### config.mk
export PLATFORM = sky130hd
export DESIGN_NAME = pit_top
export DESIGN_NICKNAME = d
export VERILOG_FILES = /design/src/hw/pit_bus_pkg.sv /design/src/hw/pit_count_pkg.sv /design/src/hw/pit_clock_div.sv /design/src/hw/pit_bus_decode.sv /design/src/hw/pit_counter.sv /design/src/hw/pit_read_port.sv /design/src/hw/pit_top.sv
export SDC_FILE = /design/constraint.sdc
export NUM_CORES = 1
export LEC_CHECK = 0
export ABC_CLOCK_PERIOD_IN_PS = 6000
export BUFFER_PORTS_ARGS = -buffer_cell sky130_fd_sc_hd__buf_2
export CORE_ASPECT_RATIO = 1.75
export CORE_MARGIN = 2
export CORE_UTILIZATION = 50
export DETAILED_ROUTE_END_ITERATION = 7
export PLACE_DENSITY = 0.66
export SLEW_MARGIN = 30
export SYNTH_ARGS = -nofsm -noshare
export SYNTH_HDL_FRONTEND = slang
export SYNTH_HIERARCHICAL = 1
export SYNTH_SLANG_ARGS = --single-unit
### constraint.sdc
create_clock -name clk -period 6 [get_ports clk]
set_input_delay 0.9 -clock clk [delete_from_list [all_inputs] [get_ports clk]]
set_output_delay 0.9 -clock clk [all_outputs]
set_load 0.02 [all_outputs]
### src/hw/pit_bus_pkg.sv
// bus side types of the interval timer: register address, bus byte, control word and strobes
package pit_bus_pkg;

    localparam int NUM_COUNTERS = 3;

    typedef logic [1:0] io_addr_t;                 // 0..2 counters, 3 control register
    typedef logic [7:0] io_byte_t;

    // ************************************************************************
    // control word, written to address 3
    // ************************************************************************
    typedef struct packed {
        logic [1:0] sel;                           // counter select, 3 is read-back
        logic [1:0] rw;                            // access mode, 0 is counter latch
        logic [2:0] mode;                          // counting mode, read-back mask in bits 3..1
        logic       bcd;
    } ctrl_word_t;

    // one-cycle command strobes sent to a single counter
    typedef struct packed {
        logic set_control_mode;
        logic latch_count;
        logic latch_status;
        logic write;
        logic read;
    } cnt_cmd_t;

endpackage

### src/hw/pit_count_pkg.sv
// counting side types of the interval timer: count value, mode and access encodings, status byte
package pit_count_pkg;

    typedef logic [15:0] count_t;

    typedef enum logic [2:0] {
        MODE_INT_TC    = 3'd0,                     // interrupt on terminal count
        MODE_ONESHOT   = 3'd1,                     // hardware retriggerable one-shot
        MODE_RATE      = 3'd2,
        MODE_SQUARE    = 3'd3,
        MODE_SW_STROBE = 3'd4,
        MODE_HW_STROBE = 3'd5
    } pit_mode_t;

    typedef enum logic [1:0] {
        RW_LATCH = 2'd0,
        RW_LSB   = 2'd1,
        RW_MSB   = 2'd2,
        RW_BOTH  = 2'd3                            // lsb first, then msb
    } rw_mode_t;

    // ************************************************************************
    // status byte returned after a read-back with status latching
    // ************************************************************************
    typedef struct packed {
        logic      out;
        logic      null_count;                     // new count written but not yet loaded
        rw_mode_t  rw;
        pit_mode_t mode;
        logic      bcd;
    } status_t;

endpackage

### src/hw/pit_clock_div.sv
// timer clock prescaler, divides clk into the square wave shared by all counters
module pit_clock_div #(
    parameter int CLK_DIV = 4
) (
    input  logic clk,
    input  logic rst_n,
    output logic timer_clk
);

    localparam int CW = (CLK_DIV > 1) ? $clog2(CLK_DIV) : 1;

    logic [CW-1:0] div_cnt;

    // half period is CLK_DIV clk cycles
    always_ff @(posedge clk) begin
        if (!rst_n) begin
            div_cnt   <= '0;
            timer_clk <= 1'b0;
        end else if (div_cnt == CW'(CLK_DIV - 1)) begin
            div_cnt   <= '0;
            timer_clk <= ~timer_clk;
        end else begin
            div_cnt <= div_cnt + 1'b1;
        end
    end

endmodule

### src/hw/pit_bus_decode.sv
// bus decoder, turns bus strobes and control or read-back words into per-counter command strobes
module pit_bus_decode
    import pit_bus_pkg::*;
    import pit_count_pkg::*;
(
    input  io_addr_t addr,
    input  logic     wr,
    input  logic     rd,
    input  io_byte_t wdata,
    output cnt_cmd_t cmd [NUM_COUNTERS]
);

    ctrl_word_t ctrl;
    logic       ctrl_wr;
    logic       readback;

    assign ctrl     = wdata;                       // only meaningful on writes to address 3
    assign ctrl_wr  = wr && (addr == 2'd3);
    assign readback = ctrl_wr && (ctrl.sel == 2'd3);

    // ************************************************************************
    // per-counter strobes
    // ************************************************************************
    always_comb begin
        for (int i = 0; i < NUM_COUNTERS; i++) begin
            cmd[i]       = '0;
            cmd[i].write = wr && (addr == io_addr_t'(i));
            cmd[i].read  = rd && (addr == io_addr_t'(i));

            if (readback) begin
                // mask bits 3..1 sit in the mode field, the latch enables are active low
                if (ctrl.mode[i]) begin
                    cmd[i].latch_count  = !ctrl.rw[1];
                    cmd[i].latch_status = !ctrl.rw[0];
                end
            end else if (ctrl_wr && (ctrl.sel == io_addr_t'(i))) begin
                if (ctrl.rw == RW_LATCH) begin
                    cmd[i].latch_count = 1'b1;
                end else begin
                    cmd[i].set_control_mode = 1'b1;
                end
            end
        end
    end

endmodule

### src/hw/pit_counter.sv
// single 8254 style counter with mode logic, count and status latches, binary or bcd decrement
module pit_counter
    import pit_bus_pkg::*;
    import pit_count_pkg::*;
(
    input  logic     clk,
    input  logic     rst_n,
    input  logic     timer_clk,
    input  logic     gate,
    output logic     out,
    input  io_byte_t wdata,
    input  cnt_cmd_t cmd,
    output io_byte_t rd_byte
);

    ctrl_word_t ctrl;
    pit_mode_t  mode_q;
    rw_mode_t   rw_q;
    logic       bcd_q;
    count_t     load_val;                          // staged lsb/msb count
    count_t     latch_q;
    count_t     count_q;
    count_t     count_dec;
    count_t     sq_reload_at;
    status_t    status_q;
    logic       output_latched, status_latched, status_read;
    logic       null_count, msb_write, msb_read;
    logic       two_byte_write, written, control_set, loaded;
    logic       write_last, write_pulse, read_last, read_pulse, ctrl_last, ctrl_pulse;
    logic       tclk_last, tclk_fall, tclk_rise, gate_last;
    logic       gate_sampled, trigger, trigger_sampled;
    logic       load_cond, en_cond, load, enable;

    assign ctrl = wdata;

    // ************************************************************************
    // programming and access registers
    // ************************************************************************
    always_ff @(posedge clk) begin
        if (!rst_n) begin
            mode_q <= MODE_RATE;
            rw_q   <= RW_LSB;
            bcd_q  <= 1'b0;
        end else if (cmd.set_control_mode) begin
            // codes 6 and 7 behave as modes 2 and 3
            mode_q <= pit_mode_t'(ctrl.mode[2:1] == 2'b11 ? {1'b0, ctrl.mode[1:0]} : ctrl.mode);
            rw_q   <= rw_mode_t'(ctrl.rw);
            bcd_q  <= ctrl.bcd;
        end
    end

    always_ff @(posedge clk) begin
        if (!rst_n || cmd.set_control_mode) begin
            load_val <= '0;
        end else if (cmd.write) begin
            if (rw_q == RW_LSB || (rw_q == RW_BOTH && !msb_write)) begin
                load_val[7:0] <= wdata;
            end else begin
                load_val[15:8] <= wdata;
            end
        end
    end

    always_ff @(posedge clk) begin
        if (!output_latched) latch_q <= count_q;   // follows the count until a latch command
    end

    always_ff @(posedge clk) begin
        if (cmd.latch_status && !status_latched) begin
            status_q <= '{out: out, null_count: null_count, rw: rw_q, mode: mode_q, bcd: bcd_q};
        end
    end

    always_ff @(posedge clk) begin
        if (!rst_n || cmd.set_control_mode) begin
            output_latched <= 1'b0;
            status_latched <= 1'b0;
            null_count     <= !rst_n ? 1'b0 : 1'b1;
            msb_write      <= 1'b0;
            msb_read       <= 1'b0;
            status_read    <= 1'b0;
        end else begin
            if (cmd.latch_count) output_latched <= 1'b1;
            else if (cmd.read && !status_latched && (rw_q != RW_BOTH || msb_read))
                output_latched <= 1'b0;
            if (cmd.latch_status) status_latched <= 1'b1;
            else if (cmd.read) status_latched <= 1'b0;
            if (cmd.read) status_read <= status_latched;    // a status read keeps the byte pointer
            if (cmd.write && (rw_q != RW_BOTH || msb_write)) null_count <= 1'b1;
            else if (load) null_count <= 1'b0;
            if (write_pulse && rw_q == RW_BOTH) msb_write <= ~msb_write;
            if (read_pulse && rw_q == RW_BOTH && !status_read) msb_read <= ~msb_read;
        end
    end

    assign rd_byte = status_latched ? io_byte_t'(status_q) :
                     (rw_q == RW_LSB || (rw_q == RW_BOTH && !msb_read)) ? latch_q[7:0] :
                     latch_q[15:8];

    // ************************************************************************
    // edge detection of strobes, timer clock and gate
    // ************************************************************************
    always_ff @(posedge clk) begin
        if (!rst_n) begin
            {write_last, write_pulse, read_last, read_pulse} <= '0;
            {ctrl_last, ctrl_pulse, tclk_last, tclk_fall, gate_last} <= '0;
            {gate_sampled, trigger, trigger_sampled} <= '0;
        end else begin
            write_last  <= cmd.write;
            write_pulse <= write_last && !cmd.write;
            read_last   <= cmd.read;
            read_pulse  <= read_last && !cmd.read;
            ctrl_last   <= cmd.set_control_mode;
            ctrl_pulse  <= ctrl_last && !cmd.set_control_mode;
            tclk_last   <= timer_clk;
            tclk_fall   <= tclk_last && !timer_clk;
            gate_last   <= gate;
            if (tclk_rise) gate_sampled <= gate;
            if (!gate_last && gate) trigger <= 1'b1;   // rising gate arms a trigger
            else if (tclk_rise) trigger <= 1'b0;
            if (tclk_rise) trigger_sampled <= trigger;
        end
    end

    assign tclk_rise = !tclk_last && timer_clk;

    always_ff @(posedge clk) begin
        if (!rst_n || cmd.set_control_mode) begin
            written     <= 1'b0;
            loaded      <= 1'b0;
            control_set <= !rst_n ? 1'b0 : 1'b1;
        end else begin
            if (write_pulse && (rw_q != RW_BOTH || msb_write)) written <= 1'b1;
            else if (load) written <= 1'b0;
            if (load) control_set <= 1'b0;
            if (load) loaded <= 1'b1;
        end
    end

    always_ff @(posedge clk) begin
        if (!rst_n) two_byte_write <= 1'b0;
        else if (cmd.write && rw_q == RW_BOTH) two_byte_write <= 1'b1;
        else if (cmd.set_control_mode || load) two_byte_write <= 1'b0;
    end

    // ************************************************************************
    // load and enable per mode
    // ************************************************************************
    assign sq_reload_at = (load_val[0] && out) ? 16'd0 : 16'd2;   // odd counts stretch high half

    always_comb begin
        case (mode_q)
            MODE_INT_TC:    load_cond = written;
            MODE_ONESHOT:   load_cond = trigger_sampled;
            MODE_RATE:      load_cond = (written && control_set) || trigger_sampled ||
                                        (loaded && gate_sampled && count_q == 16'd1);
            MODE_SQUARE:    load_cond = (written && control_set) || trigger_sampled ||
                                        (loaded && gate_sampled && count_q == sq_reload_at);
            MODE_SW_STROBE: load_cond = written;
            default:        load_cond = ((written && control_set) || loaded) && trigger_sampled;
        endcase
        case (mode_q)
            MODE_INT_TC:                  en_cond = gate_sampled && !two_byte_write;
            MODE_ONESHOT, MODE_HW_STROBE: en_cond = 1'b1;
            default:                      en_cond = gate_sampled;
        endcase
    end

    assign load   = tclk_fall && load_cond;
    assign enable = tclk_fall && loaded && !load && en_cond;

    always_comb begin
        if (!bcd_q) count_dec = count_q - 1'b1;
        else if (count_q[15:0] == '0) count_dec = 16'h9999;
        else if (count_q[11:0] == '0) count_dec = {count_q[15:12] - 4'd1, 12'h999};
        else if (count_q[7:0] == '0) count_dec = {count_q[15:8] - 8'd1, 8'h99};
        else if (count_q[3:0] == '0) count_dec = {count_q[15:4] - 12'd1, 4'h9};
        else count_dec = count_q - 1'b1;
    end

    always_ff @(posedge clk) begin
        if (!rst_n) count_q <= '0;
        else if (load) count_q <= {load_val[15:1], load_val[0] && (mode_q != MODE_SQUARE)};
        else if (enable) count_q <= count_dec - ((mode_q == MODE_SQUARE) ? 16'd1 : 16'd0);
    end

    // ************************************************************************
    // output per mode
    // ************************************************************************
    always_ff @(posedge clk) begin
        if (!rst_n) begin
            out <= 1'b1;
        end else if (ctrl_pulse) begin
            out <= (mode_q != MODE_INT_TC);
        end else begin
            case (mode_q)
                MODE_INT_TC:    if (load || two_byte_write) out <= 1'b0;
                                else if (count_q == 16'd1 && enable) out <= 1'b1;
                MODE_ONESHOT:   if (load) out <= 1'b0;
                                else if (count_q == 16'd1 && enable) out <= 1'b1;
                MODE_RATE:      if (!gate || load) out <= 1'b1;
                                else if (count_q == 16'd2 && enable) out <= 1'b0;
                MODE_SQUARE:    if (!gate) out <= 1'b1;
                                else if (load && loaded && !trigger_sampled) out <= ~out;
                default:        if (count_q == 16'd1 && enable) out <= 1'b0;   // strobe modes
                                else if (count_q == 16'd0 && enable) out <= 1'b1;
            endcase
        end
    end

endmodule

### src/hw/pit_read_port.sv
// registered read port, returns the addressed counter byte one cycle after rd
module pit_read_port
    import pit_bus_pkg::*;
(
    input  logic     clk,
    input  logic     rst_n,
    input  io_addr_t addr,
    input  logic     rd,
    input  io_byte_t cnt_byte [NUM_COUNTERS],
    output io_byte_t rdata,
    output logic     rd_valid
);

    io_byte_t sel_byte;

    // the control register is write only and reads back as zero
    assign sel_byte = (addr == 2'd3) ? '0 : cnt_byte[addr];

    always_ff @(posedge clk) begin
        if (rd) rdata <= sel_byte;
    end

    always_ff @(posedge clk) begin
        if (!rst_n) begin
            rd_valid <= 1'b0;
        end else begin
            rd_valid <= rd;                        // one cycle pulse per read strobe
        end
    end

endmodule

### src/hw/pit_top.sv
// three channel programmable interval timer on a byte wide bus with a shared prescaled clock
module pit_top
    import pit_bus_pkg::*;
#(
    parameter int CLK_DIV = 4
) (
    input  logic       clk,
    input  logic       rst_n,
    input  io_addr_t   addr,
    input  logic       wr,
    input  logic       rd,
    input  io_byte_t   wdata,
    output io_byte_t   rdata,
    output logic       rd_valid,
    input  logic [2:0] gate,
    output logic [2:0] out
);

    logic     timer_clk;
    cnt_cmd_t cmd      [NUM_COUNTERS];
    io_byte_t cnt_byte [NUM_COUNTERS];

    // ************************************************************************
    // input side
    // ************************************************************************
    pit_clock_div #(.CLK_DIV(CLK_DIV)) u_clock_div (
        .clk       (clk),
        .rst_n     (rst_n),
        .timer_clk (timer_clk)
    );

    pit_bus_decode u_bus_decode (
        .addr  (addr),
        .wr    (wr),
        .rd    (rd),
        .wdata (wdata),
        .cmd   (cmd)
    );

    // ************************************************************************
    // counters
    // ************************************************************************
    pit_counter u_counter0 (
        .clk (clk), .rst_n (rst_n), .timer_clk (timer_clk), .gate (gate[0]),
        .out (out[0]), .wdata (wdata), .cmd (cmd[0]), .rd_byte (cnt_byte[0])
    );

    pit_counter u_counter1 (
        .clk (clk), .rst_n (rst_n), .timer_clk (timer_clk), .gate (gate[1]),
        .out (out[1]), .wdata (wdata), .cmd (cmd[1]), .rd_byte (cnt_byte[1])
    );

    pit_counter u_counter2 (
        .clk (clk), .rst_n (rst_n), .timer_clk (timer_clk), .gate (gate[2]),
        .out (out[2]), .wdata (wdata), .cmd (cmd[2]), .rd_byte (cnt_byte[2])
    );

    // output side
    pit_read_port u_read_port (
        .clk      (clk),
        .rst_n    (rst_n),
        .addr     (addr),
        .rd       (rd),
        .cnt_byte (cnt_byte),
        .rdata    (rdata),
        .rd_valid (rd_valid)
    );

endmodule

==> summary.txt <==
Status
  – Outcome: completed

Die
  – Boundary Pins: 29
  – Row Count: 84
  – Die W: 136 um
  – Die Y: 235 um
  – Starting Density: 0.507
  – Total die area: 0.0319 mm2
  – Placeable Area: 0.0301 mm2

Global route
  – Total Routing Usage GR: 0.268
  – Largest net degree at the start of global routing: 36
  – Initial antenna violation count: 1
  – First-pass GRT wire length: 66.8 mm
  – GRT Max-Usage Layer: met2
  – Number of global-route vias before repair: 12,200
  – Met2 Resource Use GR: 0.492
  – M1 GR Usage: 0.293
  – Total gr overflow: 0
  – Met3 Track Usage GR: 0.0239

Yosys
  – Synthesized area: 0.0152 mm2
  – Most frequent cell after synthesis: dfxtp_1
  – Synth Flop Type: dfxtp_1
  – Ys async rst share: 0
  – Synth Register Bits: 267
  – Syn Nets: 1,731
  – Commonest cells post-synth: dfxtp_1 (181), nor2_1 (152), nand2_1 (141)
  – Sequential area share after synthesis: 0.407
  – Number of synthesized flops with an enable pin: 86
  – Synth area leaders: dfxtp_1 (24%), edfxtp_1 (17%), mux2i_1 (7.3%)
  – Mapped Cells: 1,680
  – Largest area contributor in the netlist: dfxtp_1
  – Netlist cell types: 100
  – Share of the synthesized area in the top cell type: 0.238
  – Avg Synthesized Cell Area: 9.07 um2
  – YS warnings: 6

Timing
  – Skew final: 0.0216 ns
  – Slew HR: 0.315
  – Final setup viols: 0
  – Final min period: 3.61 ns
  – Measured slew at the worst slew-check pin: 1.02 ns
  – Slew Viols, Final: 0
  – Final Hold Viols: 0
  – Fmax: 277 MHz
  – Final critical-path share of the clock period: 0.601
  – Fin worst setup slack: 2.39 ns
  – Post-route setup TNS: 0 ns
  – RSZ-0062 raised after global routing: no

Placed design
  – Worst slack at placement: 2.45 ns
  – Placed instance count: 2,010
  – Buffers on Ports: 28
  – Gpl congestion: 0.974
  – DP HPWL: 31.8 mm

Worst setup path
  – CP required: 6.44 ns
  – Data arrival, critical path: 4.05 ns
  – Worst Setup End Kind: flop
  – Startpoint types: flop
  – Critical setup path kind: reg -> reg
  – Critical-path maximum fanout: 21

Layout
  – N_diodes: 0
  – Layout Nets: 1,701
  – Layout cell share with drive strength beyond 1: 0.0947
  – Fin cells: 2,056
  – Area grow syn2layout: 7.31%
  – Filler Cells Inserted: 2,853

Routing
  – DRC: 0
  – Routed via count: 12,600
  – Wire per inst: 21.2 um
  – Vias per cell: 6.11
  – DRT Pass-1 Iters: 5
  – Final Routed Wirelength: 43.5 mm
  – Initial DRC Count: 843
  – Antenna Nets Post-Route: 0

Clocking
  – Post-cts resize count: 0
  – Setup bufs post-CTS: 0
  – Clock slew at reported path FFs: 0.07 ns
  – Hold-fix buffers, CTS: 0
  – Clock Latency Late Sink: 0.56 ns
  – TritonCTS buffer count: 25
  – CTS tree: yes
  – Deepest clock path buffer count: 3
  – # H-tree levels: 1
  – Clk root buf: clkbuf_16
  – CTS sink cnt: 267

Pwr
  – VDD IR-drop max: 0.257 mV
  – Total power divided by cell area: 228 mW/mm2
  – Pleak: 0.00666 uW

Job
  – Max Cap Violations: 0

Worst hold path
  – Hold WC Path Type: reg -> reg
[where the power goes]
| group | switching, uW | internal, uW | total [uW] |
|---|---|---|---|
| Combinational | 107 | 52.1 | 159 |
| Sequential | 23.2 | 1880 | 1910 |
| Clock | 730 | 930 | 1660 |
| Total | 860 | 2870 | 3730 |
[metal layers]
layer | vias to the layer above | share of wire
met1 | 6024 | 0.37
met4 | 2 | 0.063
met2 | 386 | 0.53
met3 | 141 | 0.037
li1 | 6015 | -
met5 | - | 0.00030
[cells in the final DEF (no fill, tap or decap), drive strengths merged, types with 42 or more instances in the layout]
cell type  Yosys  routed
xnor2         42      42
nand2        145     145
mux2i        111     111
dfxtp        181     181
buf           39      46
nor2         154     154
a21oi         98      98
inv           81      86
edfxtp        86      86
o21ai        108     108
[flip-flops by register name (all words and copies together) (netlist names), 3 cells and up]
| register | cells |
|---|---|
| u_counter0/count_q | 16 |
| u_counter0/latch_q | 16 |
| u_counter0/load_val | 16 |
| u_counter1/count_q | 16 |
| u_counter1/latch_q | 16 |
| u_counter1/load_val | 16 |
| u_counter2/count_q | 16 |
| u_counter2/latch_q | 16 |
| u_counter2/load_val | 16 |
| u_counter0/status_q | 8 |
| u_counter1/status_q | 8 |
| u_counter2/status_q | 8 |
| u_read_port/rdata | 8 |
| u_counter0/mode_q | 3 |
| u_counter1/mode_q | 3 |
| u_counter2/mode_q | 3 |
[worst max-delay path, stage by stage, from the launching register on]
cell and delay [ns]:
dfxtp_1 0.39, inv_1 0.16, ha_1 0.32, nor3b_2 0.51, nand2_1 0.21, o31a_1 0.35, or3_1 0.63, nand2_2 0.22
a21oi_1 0.06, o32ai_1 0.26, mux2_1 0.36
[cells by family after synthesis]
group / Yosys count / synth area share
adders and majority gates: 34 / 0.0279
buffers and inverters: 184 / 0.0543
muxes: 115 / 0.0759
AOI/OAI and AO/OA: 413 / 0.182
DFF: 267 / 0.407
and+or+nand+nor: 597 / 0.213
xor gates and xnor gates: 70 / 0.0402
[stage by stage]
| stage | total power [uW] | utilization | area [um2] | hold WS (ns) |
|---|---|---|---|---|
| after floorplan | 2040 | - | 15200 | 0.394 |
| after global placement | 2100 | 0.515 | 15500 | 0.403 |
| after detailed placement | 2100 | 0.515 | 15500 | 0.398 |
| after CTS | 3760 | 0.544 | 16300 | 0.418 |
| after global routing | 3850 | 0.544 | 16400 | 0.436 |
| final | 3730 | 0.544 | 16400 | 0.412 |
[cell type report]
class / count / area [um2] / share of cell area
inverters: 81 / 304 / 0.0186
clock inverters: 17 / 209 / 0.0128
well taps: 387 / 484 / 0.0296
clock buffers: 29 / 651 / 0.0398
multi-input cells: 1229 / 8220 / 0.503
flip-flops and latches: 267 / 6210 / 0.380
repair buffers: 46 / 275 / 0.0168
[worst paths after layout]
check	startpoint	endpoint	slack, ns	cells after the start
worst max-delay path	u_counter0/count_q[4]	u_counter0/out	2.39	10
worst min-delay path	u_counter0/ctrl_last	u_counter0/ctrl_pulse	0.41	2
worst max register to register	u_counter0/count_q[4]	u_counter0/out	2.39	10
worst min register to register	u_counter0/ctrl_last	u_counter0/ctrl_pulse	0.41	2
No activity file was read; power rests on OpenSTA's default activity.
